===== src/design/ex_defines.svh =====
`ifndef EX_DEFINES_SVH
`define EX_DEFINES_SVH

// Data path width of the integer core
`define EX_XLEN 32

// Shift amount width, low bits of operand B
`define EX_SHAMT_W 5

// Register index width
`define EX_REG_W 5

// Result source select width, decoded in WB
`define EX_RES_SRC_W 3

// Restoring divider produces one quotient bit per cycle
`define EX_DIV_STEPS `EX_XLEN

// Trap code width and values
`define EX_TRAP_W 2
`define EX_TRAP_NONE 2'd0
`define EX_TRAP_MISALIGN 2'd1

`endif


===== src/design/ex_pkg.sv =====
`include "ex_defines.svh"

package ex_pkg;

  // One data word
  typedef logic [`EX_XLEN-1:0] xlen_t;

  // ALU class from the main decoder
  typedef enum logic [1:0] {
    ALU_INSTR_ADD    = 2'b00,
    ALU_INSTR_SUB    = 2'b01,
    ALU_INSTR_FUNCT3 = 2'b10
  } alu_instr_e;

  // Operation applied by the ALU
  typedef enum logic [3:0] {
    ALU_OP_ADD  = 4'd0,
    ALU_OP_SUB  = 4'd1,
    ALU_OP_SLL  = 4'd2,
    ALU_OP_SLT  = 4'd3,
    ALU_OP_SLTU = 4'd4,
    ALU_OP_XOR  = 4'd5,
    ALU_OP_SRL  = 4'd6,
    ALU_OP_SRA  = 4'd7,
    ALU_OP_OR   = 4'd8,
    ALU_OP_AND  = 4'd9
  } alu_op_e;

  // Operand A source
  typedef enum logic [1:0] {
    ALU_A_RS1  = 2'b00,
    ALU_A_ZERO = 2'b01,
    ALU_A_PC   = 2'b10
  } alu_a_src_e;

  // Next PC source towards IF
  typedef enum logic [1:0] {
    PC_SEL_SEQUENTIAL = 2'b00,
    PC_SEL_REDIRECT   = 2'b01
  } pc_sel_e;

  // Instruction as handed over from ID
  typedef struct packed {
    logic                     valid;
    logic                     reg_write;
    logic                     mem_read;
    logic                     mem_write;
    alu_a_src_e               alu_a_src;
    // Immediate when set
    logic                     alu_b_src;
    alu_instr_e               alu_instr;
    logic [`EX_RES_SRC_W-1:0] res_src;
    logic                     is_branch;
    logic                     is_jal;
    logic                     is_jalr;
    // Register-indirect target when set
    logic                     jb_target_src;
    logic                     is_mc;
    // Opcode bit 5 splits R-type from I-type
    logic                     op_b5;
    logic [2:0]               funct3;
    logic                     funct7_b5;
    logic [`EX_REG_W-1:0]     rd;
    xlen_t                    rs1_data;
    xlen_t                    rs2_data;
    xlen_t                    imm;
    xlen_t                    pc;
    xlen_t                    pc_plus4;
  } id_ex_t;

  // Result handed on to MEM
  typedef struct packed {
    logic                     valid;
    logic                     reg_write;
    logic                     mem_read;
    logic                     mem_write;
    logic                     is_branch;
    logic                     is_jalr;
    // JAL or JALR
    logic                     is_jmp;
    logic                     branch_taken;
    logic                     trap;
    logic [`EX_TRAP_W-1:0]    trap_code;
    logic [`EX_RES_SRC_W-1:0] res_src;
    logic [`EX_REG_W-1:0]     rd;
    logic [2:0]               funct3;
    xlen_t                    alu_result;
    xlen_t                    rs1_data;
    xlen_t                    rs2_data;
    xlen_t                    pc_plus4;
    xlen_t                    jb_target;
    xlen_t                    m_result;
  } ex_mem_t;

endpackage


===== src/design/ex_alu.sv =====
`timescale 1ns/1ps

`include "ex_defines.svh"

module ex_alu (
  input  ex_pkg::id_ex_t ex_in,
  output ex_pkg::xlen_t  alu_result
);

  ex_pkg::xlen_t             alu_a;
  ex_pkg::xlen_t             alu_b;
  ex_pkg::alu_op_e           alu_op;
  logic [`EX_SHAMT_W-1:0]    shamt;

  // Operand A select, unused encoding falls back to rs1
  always_comb begin
    case (ex_in.alu_a_src)
      ex_pkg::ALU_A_ZERO: alu_a = '0;
      ex_pkg::ALU_A_PC:   alu_a = ex_in.pc;
      default:            alu_a = ex_in.rs1_data;
    endcase
  end

  // Operand B is the immediate for I-type, loads, stores and jumps
  assign alu_b = ex_in.alu_b_src ? ex_in.imm : ex_in.rs2_data;

  // Only the low bits of B count for shifts
  assign shamt = alu_b[`EX_SHAMT_W-1:0];

  // Operation decode
  always_comb begin
    alu_op = ex_pkg::ALU_OP_ADD;
    case (ex_in.alu_instr)
      ex_pkg::ALU_INSTR_ADD: alu_op = ex_pkg::ALU_OP_ADD;
      ex_pkg::ALU_INSTR_SUB: alu_op = ex_pkg::ALU_OP_SUB;
      default: begin
        case (ex_in.funct3)
          // SUB exists only as R-type, ADDI ignores funct7
          3'b000: alu_op = (ex_in.funct7_b5 && ex_in.op_b5) ? ex_pkg::ALU_OP_SUB :
                                                              ex_pkg::ALU_OP_ADD;
          3'b001: alu_op = ex_pkg::ALU_OP_SLL;
          3'b010: alu_op = ex_pkg::ALU_OP_SLT;
          3'b011: alu_op = ex_pkg::ALU_OP_SLTU;
          3'b100: alu_op = ex_pkg::ALU_OP_XOR;
          // SRAI keeps funct7 bit 5 in the immediate, so no opcode check here
          3'b101: alu_op = ex_pkg::ALU_OP_SRA;
          3'b110: alu_op = ex_pkg::ALU_OP_OR;
          default: alu_op = ex_pkg::ALU_OP_AND;
        endcase
        if (ex_in.funct3 == 3'b101 && !ex_in.funct7_b5) begin
          alu_op = ex_pkg::ALU_OP_SRL;
        end
      end
    endcase
  end

  // Arithmetic and logic
  always_comb begin
    case (alu_op)
      ex_pkg::ALU_OP_SUB:  alu_result = alu_a - alu_b;
      ex_pkg::ALU_OP_SLL:  alu_result = alu_a << shamt;
      ex_pkg::ALU_OP_SLT:  alu_result = ex_pkg::xlen_t'($signed(alu_a) < $signed(alu_b));
      ex_pkg::ALU_OP_SLTU: alu_result = ex_pkg::xlen_t'(alu_a < alu_b);
      ex_pkg::ALU_OP_XOR:  alu_result = alu_a ^ alu_b;
      ex_pkg::ALU_OP_SRL:  alu_result = alu_a >> shamt;
      ex_pkg::ALU_OP_SRA:  alu_result = ex_pkg::xlen_t'($signed(alu_a) >>> shamt);
      ex_pkg::ALU_OP_OR:   alu_result = alu_a | alu_b;
      ex_pkg::ALU_OP_AND:  alu_result = alu_a & alu_b;
      default:             alu_result = alu_a + alu_b;
    endcase
  end

endmodule


===== src/design/ex_branch.sv =====
`timescale 1ns/1ps

module ex_branch (
  input  ex_pkg::id_ex_t  ex_in,
  input  ex_pkg::xlen_t   alu_result,
  output logic            branch_taken,
  output ex_pkg::xlen_t   jb_target,
  output logic            misalign_trap,
  output ex_pkg::pc_sel_e pc_sel,
  output ex_pkg::xlen_t   pc_redirect_target
);

  logic          op_eq;
  logic          op_lt;
  logic          op_ltu;
  logic          cond;
  logic          jb_active;
  ex_pkg::xlen_t target_pc_rel;
  ex_pkg::xlen_t target_reg;

  // Shared comparators for the six conditions
  assign op_eq  = ex_in.rs1_data == ex_in.rs2_data;
  assign op_lt  = $signed(ex_in.rs1_data) < $signed(ex_in.rs2_data);
  assign op_ltu = ex_in.rs1_data < ex_in.rs2_data;

  always_comb begin
    case (ex_in.funct3)
      3'b000:  cond = op_eq;
      3'b001:  cond = !op_eq;
      3'b100:  cond = op_lt;
      3'b101:  cond = !op_lt;
      3'b110:  cond = op_ltu;
      3'b111:  cond = !op_ltu;
      // 010 and 011 are not branch encodings
      default: cond = 1'b0;
    endcase
  end

  // Taken only means something for a real branch
  assign branch_taken = ex_in.is_branch && cond;

  // JAL and branches use their own adder
  assign target_pc_rel = ex_in.pc + ex_in.imm;

  // JALR: ALU forms rs1 + imm, bit 0 cleared
  assign target_reg = {alu_result[$bits(ex_pkg::xlen_t)-1:1], 1'b0};

  assign jb_target = ex_in.jb_target_src ? target_reg : target_pc_rel;

  // Any control transfer that actually leaves the sequential path
  assign jb_active = branch_taken || ex_in.is_jal || ex_in.is_jalr;

  // Targets must be word aligned without the C extension
  assign misalign_trap = jb_active && (|jb_target[1:0]);

  // No prediction, so every taken transfer redirects from EX
  assign pc_sel = jb_active ? ex_pkg::PC_SEL_REDIRECT : ex_pkg::PC_SEL_SEQUENTIAL;

  assign pc_redirect_target = jb_target;

endmodule


===== src/design/ex_divider.sv =====
`timescale 1ns/1ps

`include "ex_defines.svh"

module ex_divider (
  input  logic          clk,
  input  logic          rst_n,
  input  logic          is_mc,
  input  logic [2:0]    funct3,
  input  ex_pkg::xlen_t rs1,
  input  ex_pkg::xlen_t rs2,
  output logic          op_active,
  output logic          mc_in_progress,
  output ex_pkg::xlen_t result
);

  localparam int XLEN  = `EX_XLEN;
  localparam int CNT_W = $clog2(`EX_DIV_STEPS) + 1;

  typedef enum logic {
    MC_IDLE,
    MC_EXEC
  } mc_state_e;

  mc_state_e     state;
  mc_state_e     state_next;
  logic          start;
  logic          div_start;
  logic          busy;
  logic [CNT_W-1:0] count;

  // Operands held for the whole operation
  ex_pkg::xlen_t rs1_cap;
  ex_pkg::xlen_t rs2_cap;
  logic [2:0]    op_cap;

  // Divider datapath
  logic          in_signed;
  ex_pkg::xlen_t rs1_mag;
  ex_pkg::xlen_t rs2_mag;
  ex_pkg::xlen_t quo;
  ex_pkg::xlen_t rem;
  ex_pkg::xlen_t dvs;
  logic [XLEN:0] trial;
  logic [XLEN:0] diff;

  // Result fix-up
  logic          is_signed;
  logic          a_neg;
  logic          b_neg;
  logic          div_zero;
  logic          overflow;
  ex_pkg::xlen_t q_fix;
  ex_pkg::xlen_t r_fix;

  assign start          = (state == MC_IDLE) && is_mc;
  // DIV, DIVU, REM and REMU all have funct3 bit 2 set
  assign div_start      = start && funct3[2];
  assign mc_in_progress = (state == MC_EXEC);

  // FSM next state, op_active tells ID to hold its instruction
  always_comb begin
    state_next = state;
    op_active  = 1'b0;
    case (state)
      MC_IDLE: begin
        if (is_mc) begin
          op_active  = 1'b1;
          state_next = MC_EXEC;
        end
      end
      default: begin
        if (busy) begin
          op_active = 1'b1;
        end else begin
          state_next = MC_IDLE;
        end
      end
    endcase
  end

  always_ff @(posedge clk) begin
    if (!rst_n) begin
      state <= MC_IDLE;
      busy  <= 1'b0;
      count <= '0;
    end else begin
      state <= state_next;
      if (div_start) begin
        busy  <= 1'b1;
        count <= '0;
      end else if (busy) begin
        count <= count + 1'b1;
        // One quotient bit per cycle
        if (count == CNT_W'(`EX_DIV_STEPS - 1)) begin
          busy <= 1'b0;
        end
      end
    end
  end

  // Magnitudes of the live operands for the start cycle
  assign in_signed = !funct3[0];
  assign rs1_mag   = (in_signed && rs1[XLEN-1]) ? -rs1 : rs1;
  assign rs2_mag   = (in_signed && rs2[XLEN-1]) ? -rs2 : rs2;

  // Restoring step: shift in next dividend bit, try the subtract
  assign trial = {rem, quo[XLEN-1]};
  assign diff  = trial - {1'b0, dvs};

  always_ff @(posedge clk) begin
    if (start) begin
      rs1_cap <= rs1;
      rs2_cap <= rs2;
      op_cap  <= funct3;
    end
    if (div_start) begin
      quo <= rs1_mag;
      rem <= '0;
      dvs <= rs2_mag;
    end else if (busy) begin
      // Borrow out means the trial did not fit
      quo <= {quo[XLEN-2:0], !diff[XLEN]};
      rem <= diff[XLEN] ? trial[XLEN-1:0] : diff[XLEN-1:0];
    end
  end

  assign is_signed = !op_cap[0];
  assign a_neg     = is_signed && rs1_cap[XLEN-1];
  assign b_neg     = is_signed && rs2_cap[XLEN-1];
  assign div_zero  = (rs2_cap == '0);
  // Most negative value over minus one
  assign overflow  = is_signed && (rs1_cap == {1'b1, {(XLEN-1){1'b0}}}) && (rs2_cap == '1);

  // Quotient negative on sign mismatch, remainder takes the dividend sign
  assign q_fix = (a_neg ^ b_neg) ? -quo : quo;
  assign r_fix = a_neg ? -rem : rem;

  // Funct3 bit 1 picks remainder over quotient
  always_comb begin
    if (op_cap[1]) begin
      if (div_zero) begin
        result = rs1_cap;
      end else if (overflow) begin
        result = '0;
      end else begin
        result = r_fix;
      end
    end else begin
      if (div_zero) begin
        result = '1;
      end else if (overflow) begin
        result = rs1_cap;
      end else begin
        result = q_fix;
      end
    end
  end

endmodule


===== src/design/ex_mem_reg.sv =====
`timescale 1ns/1ps

module ex_mem_reg (
  input  logic            clk,
  input  logic            rst_n,
  input  logic            flush,
  input  logic            m_ready,
  input  ex_pkg::ex_mem_t next,
  output ex_pkg::ex_mem_t q
);

  always_ff @(posedge clk) begin
    // Control fields, reset and flushed
    if (!rst_n) begin
      q.valid        <= 1'b0;
      q.reg_write    <= 1'b0;
      q.mem_read     <= 1'b0;
      q.mem_write    <= 1'b0;
      q.is_branch    <= 1'b0;
      q.is_jalr      <= 1'b0;
      q.is_jmp       <= 1'b0;
      q.branch_taken <= 1'b0;
      q.trap         <= 1'b0;
    end else if (m_ready) begin
      q.valid        <= flush ? 1'b0 : next.valid;
      q.reg_write    <= flush ? 1'b0 : next.reg_write;
      q.mem_read     <= flush ? 1'b0 : next.mem_read;
      q.mem_write    <= flush ? 1'b0 : next.mem_write;
      q.is_branch    <= flush ? 1'b0 : next.is_branch;
      q.is_jalr      <= flush ? 1'b0 : next.is_jalr;
      q.is_jmp       <= flush ? 1'b0 : next.is_jmp;
      q.branch_taken <= flush ? 1'b0 : next.branch_taken;
      q.trap         <= flush ? 1'b0 : next.trap;
    end else begin
      // MEM stalled: keep the instruction, but never repeat a memory access
      q.mem_read  <= 1'b0;
      q.mem_write <= 1'b0;
    end

    // Payload follows m_ready only, flush or not
    if (m_ready) begin
      q.trap_code  <= next.trap_code;
      q.res_src    <= next.res_src;
      q.rd         <= next.rd;
      q.funct3     <= next.funct3;
      q.alu_result <= next.alu_result;
      q.rs1_data   <= next.rs1_data;
      q.rs2_data   <= next.rs2_data;
      q.pc_plus4   <= next.pc_plus4;
      q.jb_target  <= next.jb_target;
      q.m_result   <= next.m_result;
    end
  end

endmodule


===== src/design/ex_stage.sv =====
`timescale 1ns/1ps

`include "ex_defines.svh"

module ex_stage (
  input  logic            clk,
  input  logic            rst_n,
  input  ex_pkg::id_ex_t  ex_in,
  input  logic            ex_mem_flush,
  input  logic            m_ready,
  output ex_pkg::ex_mem_t mem_out,
  output logic            m_valid,
  output logic            op_active,
  output ex_pkg::pc_sel_e pc_sel,
  output ex_pkg::xlen_t   pc_redirect_target
);

  ex_pkg::xlen_t   alu_result;
  logic            branch_taken;
  ex_pkg::xlen_t   jb_target;
  logic            misalign_trap;
  ex_pkg::xlen_t   m_result;
  logic            mc_in_progress;
  ex_pkg::ex_mem_t ex_mem_next;

  ex_alu alu (
    .ex_in      (ex_in),
    .alu_result (alu_result)
  );

  ex_branch branch (
    .ex_in              (ex_in),
    .alu_result         (alu_result),
    .branch_taken       (branch_taken),
    .jb_target          (jb_target),
    .misalign_trap      (misalign_trap),
    .pc_sel             (pc_sel),
    .pc_redirect_target (pc_redirect_target)
  );

  // Divide and remainder, ID stalls on op_active
  ex_divider divider (
    .clk            (clk),
    .rst_n          (rst_n),
    .is_mc          (ex_in.is_mc),
    .funct3         (ex_in.funct3),
    .rs1            (ex_in.rs1_data),
    .rs2            (ex_in.rs2_data),
    .op_active      (op_active),
    .mc_in_progress (mc_in_progress),
    .result         (m_result)
  );

  // Next EX/MEM value
  always_comb begin
    ex_mem_next.valid        = ex_in.valid;
    ex_mem_next.reg_write    = ex_in.reg_write;
    ex_mem_next.mem_read     = ex_in.mem_read;
    ex_mem_next.mem_write    = ex_in.mem_write;
    ex_mem_next.is_branch    = ex_in.is_branch;
    ex_mem_next.is_jalr      = ex_in.is_jalr;
    ex_mem_next.is_jmp       = ex_in.is_jal || ex_in.is_jalr;
    ex_mem_next.branch_taken = branch_taken;
    // Misaligned target is the only trap raised in EX
    ex_mem_next.trap         = misalign_trap;
    ex_mem_next.trap_code    = misalign_trap ? `EX_TRAP_MISALIGN : `EX_TRAP_NONE;
    ex_mem_next.res_src      = ex_in.res_src;
    ex_mem_next.rd           = ex_in.rd;
    ex_mem_next.funct3       = ex_in.funct3;
    ex_mem_next.alu_result   = alu_result;
    ex_mem_next.rs1_data     = ex_in.rs1_data;
    ex_mem_next.rs2_data     = ex_in.rs2_data;
    ex_mem_next.pc_plus4     = ex_in.pc_plus4;
    ex_mem_next.jb_target    = jb_target;
    ex_mem_next.m_result     = m_result;
  end

  ex_mem_reg ex_mem (
    .clk     (clk),
    .rst_n   (rst_n),
    .flush   (ex_mem_flush),
    .m_ready (m_ready),
    .next    (ex_mem_next),
    .q       (mem_out)
  );

  // During the first divide cycle mem_out still holds the previous instruction
  // and passes; after that it holds partial divide results until EXEC ends
  assign m_valid = mem_out.valid && !mc_in_progress;

endmodule


===== config.mk =====
export PLATFORM = sky130hd
export DESIGN_NAME = ex_stage
export DESIGN_NICKNAME = d
export VERILOG_FILES = /design/src/design/ex_pkg.sv /design/src/design/ex_alu.sv /design/src/design/ex_branch.sv /design/src/design/ex_divider.sv /design/src/design/ex_mem_reg.sv /design/src/design/ex_stage.sv
export VERILOG_INCLUDE_DIRS = /design/src /design/src/design
export SDC_FILE = /design/constraint.sdc
export NUM_CORES = 1
export LEC_CHECK = 0
export BUFFER_PORTS_ARGS = -buffer_cell sky130_fd_sc_hd__buf_2
export CELL_PAD_IN_SITES_DETAIL_PLACEMENT = 2
export CELL_PAD_IN_SITES_GLOBAL_PLACEMENT = 2
export CORE_MARGIN = 3
export CORE_UTILIZATION = 36
export DETAILED_ROUTE_END_ITERATION = 10
export PLACE_DENSITY_LB_ADDON = 0.15
export SLEW_MARGIN = 10
export SYNTH_ARGS = -nofsm -noshare
export SYNTH_HDL_FRONTEND = slang
export SYNTH_SLANG_ARGS = --single-unit

===== constraint.sdc =====
create_clock -name clk -period 8.3 [get_ports clk]
set_input_delay 1.245 -clock clk [delete_from_list [all_inputs] [get_ports clk]]
set_output_delay 1.245 -clock clk [all_outputs]
set_load 0.05 [all_outputs]

## After elaboration in Yosys (flattened, before gate mapping)

Cells that the tools add are included.

| cells by class | value |
|---|---|
| add/sub/neg operators | 9 |
| magnitude comparators | 4 |
| equal/unequal tests | 23 |
| shift operators | 3 |
| muxes and demuxes | 36 |
| bitwise operators | 7 |
| reductions and logical operators | 31 |

Operators by type and width:

| kind | count |
|---|---|
| $mux W32 | 14 |
| $pmux W32 S9 | 1 |
| $lt A32 B32 Y1 | 4 |
| $neg A32 Y32 | 4 |
| $add A32 B32 Y32 | 2 |
| $eq A32 B32 Y1 const B | 2 |
| $pmux W32 S2 | 1 |
| $sub A33 B32 Y33 | 1 |
| $and A32 B32 Y32 | 1 |
| $eq A32 B32 Y1 | 1 |
| $logic_not A32 Y1 | 1 |
| $or A32 B32 Y32 | 1 |
| $shl A32 B5 Y32 | 1 |
| $shr A32 B5 Y32 | 1 |
| $sshr A32 B5 Y32 | 1 |
| $sub A32 B32 Y32 | 1 |
| $xor A32 B32 Y32 | 1 |
| $pmux W4 S7 | 1 |
| $eq A4 B3 Y1 const B | 4 |
| $mux W1 | 16 |
| $logic_and A1 B1 Y1 | 13 |
| $eq A3 B3 Y1 const B | 4 |
| $eq A4 B2 Y1 const B | 2 |
| $eq A4 B4 Y1 const B | 2 |
| 19 further kinds | 33 |

| storage, ports and cells | value |
|---|---|
| flip-flop bits (word level) | 384 |
| input port bits | 191 |
| output and inout bits | 250 |
| logic and storage cells | 141 |

## Depth between registers and ports, before layout

| depth | value |
|---|---|
| depth in word-level cells | 11 |
| gate-level depth with buffers | 21 |
| gate-level depth less buffers | 17 |

## Cells and area by module

A second synthesis with hierarchy kept.

| second synthesis, totals | value |
|---|---|
| cell total of the unflattened synthesis | 3395 |
| area total of the unflattened synthesis | 30676.9 sq um |

By module, submodules not included:

| module | times used | cells an instance | area each (sq um) | sequential area each (sq um) |
|---|---|---|---|---|
| ex_divider | 1 | 1252 | 11388.4 | 4704.5 |
| ex_alu | 1 | 1462 | 9733.1 | 0.0 |
| ex_mem_reg | 1 | 241 | 6497.5 | 6336.1 |
| ex_branch | 1 | 437 | 3041.7 | 0.0 |
| ex_stage | 1 | 3 | 16.3 | 0.0 |

## Worst setup path before layout

Ideal clock, no wire load.

| timing | value |
|---|---|
| kind | input-to-output |
| from | input ex_in[181] (netlist name) |
| to | output pc_redirect_target[26] |
| arrival | 6700 ps |
| required time | 7055 ps |
| path slack | 355 ps |
| stages on the path | 21 |
| path buffers | 5 |
| path through | inv_1 -> ha_1 -> nor2b_1 -> clkbuf_1 -> buf_1 -> clkbuf_1 -> buf_1 -> a22oi_1 -> inv_1 -> ha_1 -> clkbuf_1 -> nor2b_1 -> or4_1 -> o21a_1 -> a221oi_1 -> o31ai_1 -> a311oi_1 -> o21bai_1 -> a21oi_1 -> xnor2_1 -> o31ai_1 |

| between the ends | value |
|---|---|
| word-level cells in the longest chain between the ends | 5 |
| elaborated cells on any way between the ends | 13 |
| classes of those cells | 2 x add/sub; 2 x eq/ne; 3 x shift; 3 x mux; 3 x bitwise |

RTL lines:

| element | line | source |
|---|---|---|
| start: declaration | ex_stage.sv:8 | `input ex_pkg::id_ex_t ex_in,` |
| $eq A2 B2 Y1 / $eq A2 B1 Y1 (equally long branches) | ex_alu.sv:17 | `case (ex_in.alu_a_src)` |
| $pmux W32 S2 (*) | ex_alu.sv:17 |  |
| $add A32 B32 Y32 (tied with other cells) | ex_alu.sv:69 | `default: alu_result = alu_a + alu_b;` |
| $pmux W32 S9 (*) | ex_alu.sv:59 | `case (alu_op)` |
| $mux W32 (*) | ex_branch.sv:48 | `assign jb_target = ex_in.jb_target_src ? target_reg : target_pc_rel;` |
| end: declaration | ex_stage.sv:15 | `output ex_pkg::xlen_t pc_redirect_target` |

Every way passes the cells marked *; elsewhere a longest branch is shown, timed or not.

## Worst setup path after layout

| timing | value |
|---|---|
| from | input ex_in[181] (netlist name) |
| to | output pc_redirect_target[30] |

The elaborated chain is that of the path after synthesis.

==> flow_summary.yaml <==
status:
  status: "finished clean"
sta:
  finalSetupViolations: 0
  finalCritPeriodShare_pct: 97.60
  slew-limit-headroom_pct: 14.15
  holdWs_ps: 485.6
  fin_tns_setup_ps: 0
  skew_ps: 34.80
  worst_slew_pin_slew_ps: 1279
  fin_crit_ps: 8101
  fmax_mhz: 123.4
  finalHoldViolations: 0
  slew_violations: 0
  rsz0062_at_grt: "no"
clocking:
  cts_buffers: 46
  clk_latency_ps: 630
  ctsHoldBuffers: 0
  clock_path_buffers: 3
  postCtsResizedCells: 0
  cts_root_buf: "clkbuf_16"
  cts.sinks: 383
  clk_pin_slew_ps: 60
  cts_setup_buffers: 0
  htreeDepth: 2
  cts_tree: "done"
synth:
  ys.flop_type: "edfxtp_1"
  synth-edff-count: 334
  ys_seq_area_share_pct: 35.94
  avgSynthCellArea_um2: 8.983
  netlist_top_cells_area: "edfxtp_1, ha_1, o21ai_0"
  yosysTopAreaCell: "edfxtp_1"
  synth_top_area_share_pct: 32.74
  synth-async-reset-ratio_pct: 0
  yosysWarnings: 0
  ys_top_cells_by_count: "edfxtp_1, o21ai_0, nand2_1"
  ys_ff_latch: 383
  syn_inst: 3410
  synth_area_um2: 30630
  synth_cell_types: 88
floorplanning:
  die-area_um2: 88630
  die_h_um: 297.7
  row_count: 106
  core_area_um2: 83950
  io_pins: 441
  start_util_pct: 36.49
  die_x_um: 297.7
setup_path:
  end_kind: "output pin"
  path_cells: "buf_2 > inv_1 > ha_2 > nor2b_4 > a22oi_1 > ha_1 > fa_1 > nor2b_1 > o31a_1 > o21a_1 > a221oi_1 > o31ai_1 > a311oi_1 > o211a_1 > o31ai_1 > o31ai_1 > o22ai_1 > buf_2"
  start_kind: "input port"
  path_max_fanout: 14
  crit_top_cell: "o31ai_1"
  worstPathArrival_ps: 6860
  worstSetupPathType: "in2out"
  critPathSlowestCell: "o31ai_1"
  max_stage_delay_ps: 830
  worstPathRequired_ps: 7050
  crit_family: "compound AO/OA/AOI/OAI gates"
  cp.buffers_inverters: 3
power_and_ir_drop:
  switching_share_pct: 43.40
  p_comb_share_pct: 43.9
  p_sw_uw: 3670
  p_leak_uw: 0.01471
  powerDensity_nw_per_um2: 235.6
  pwr-share-seq_pct: 30.5
  p_clk_share_pct: 25.6
  irDropWorstVdd_mv: 0.2129
  internal_power_uw: 4786
grt:
  grt_remaining_overflow: 0
  grt_max_degree: 90
  antenna_found_initial: 4
  grt_pass1_vias: 32300
  grt_pass1_wl_um: 229700
  grt_use_total_pct: 34.64
finish:
  diodes: 0
  fin_area_um2: 35900
  final_nets: 4166
  final_layout_size_suffix_gt1_share_pct: 18.13
  syn_to_final_growth_pct: 17.19
  utilization_pct: 42.76
job:
  cap_violations: 0
placed_design:
  placed_cell_area_um2: 34310
  io_buffers: 438
  dp_hpwl_um: 124100
  gp_congestion: 0.9494
route:
  via_per_inst: 6.185
  drtAntennaViolNets: 0
  dr.pass1.iters: 5
  wl_per_cell_um: 32.22
  vias: 30580
  routed_wl_um: 159300
  drt-initial-drc-count: 2539
  drc_errors: 0
worst_hold_path:
  hp-class: "reg2reg"
## placed cells by master (no fill, tap or decap), types with 48 or more instances in the layout
cell	Yosys	routed
buf_2	8	427
edfxtp_1	334	334
o21ai_0	334	333
nand2_1	319	318
a21oi_1	237	236
nor2_1	234	234
ha_1	198	197
inv_1	194	194
xnor2_1	126	126
buf_4	4	85
mux2i_1	84	80
nor3_1	69	69
nand3_1	61	61
xor2_1	60	60
a22oi_1	53	53
dfxtp_1	49	48
## area by class of cell
class | count | area (um^2)
Clock inverter | 32 | 382.9
Inverter | 200 | 753.2
Sequential cell | 383 | 11010
Timing Repair Buffer | 523 | 2990
Clock buffer | 54 | 1211
Fill cell | 9246 | 48050
Multi-Input combinational cell | 2619 | 18130
Tap cell | 1134 | 1419
## worst reg2reg max path, cell delays in order (launching register included)
cell       delay (ps)
edfxtp_1          510
inv_1             250
ha_1              270
nor2b_1            90
o31a_1            290
o41ai_1           420
o31ai_1           240
a41oi_1           710
o211ai_1          380
a2111oi_0         760
xnor2_1           140
mux2i_1           190
a21oi_1            90
## metal layers
| metal | vias up | track usage (%) | wire (um) |
|---|---|---|---|
| li1 | 13470 | - | - |
| met1 | 15780 | 42.41 | 64520 |
| met2 | 1026 | 59.79 | 77510 |
| met3 | 303 | 4.635 | 8117 |
| met4 | 4 | 17.34 | 9165 |
| met5 | - | 0 | 21 |
## state kept, by name (all words and copies together) (netlist names)
register	flops
ex_mem.q	213
divider.dvs	32
divider.quo	32
divider.rem	32
divider.rs1_cap	32
divider.rs2_cap	32
divider.count	6
divider.op_cap	2
divider.busy	1
divider.mc_in_progress	1
## per-stage QoR
stage,worst slack (ps),cells,total power (uW)
2_1_floorplan,354.7,3411,4951
3_3_place_gp,424.9,4859,6121
3_5_place_dp,310.7,4859,6269
4_1_cts,283.5,4945,8463
5_1_grt,3.327,4945,8841
6_report,198.9,4945,8456
## kinds of logic after synthesis
group | Yosys count | synth area share [%]
AOI/OAI and AO/OA | 1119 | 23.76
and+or+nand+nor | 967 | 14.96
buffers and inverters | 409 | 5.175
DFF | 383 | 35.94
adders and majority gates | 202 | 8.349
xor gates and xnor gates | 186 | 5.318
muxes | 143 | 6.482
other | 1 | 0.01224
## power by group through the flow
stage	logic, uW	registers, uW	clock network, uW
floorplan	1960	2990	0
global placement	3530	2590	0
detailed placement	3650	2610	0
CTS	3690	2580	2200
global route	3950	2610	2280
finish	3710	2580	2160
## worst paths after layout
check | start | end | depth (start not counted) | slack [ps]
worst max-delay path | ex_in[181] | pc_redirect_target[30] | 18 | 200
worst min-delay path | ex_mem.q[209] | ex_mem.q[209] | 2 | 490
worst max register to register | divider.quo[31] | divider.rem[31] | 12 | 3810
worst min register to register | ex_mem.q[209] | ex_mem.q[209] | 2 | 490
Power figures use the tool's default switching activity.
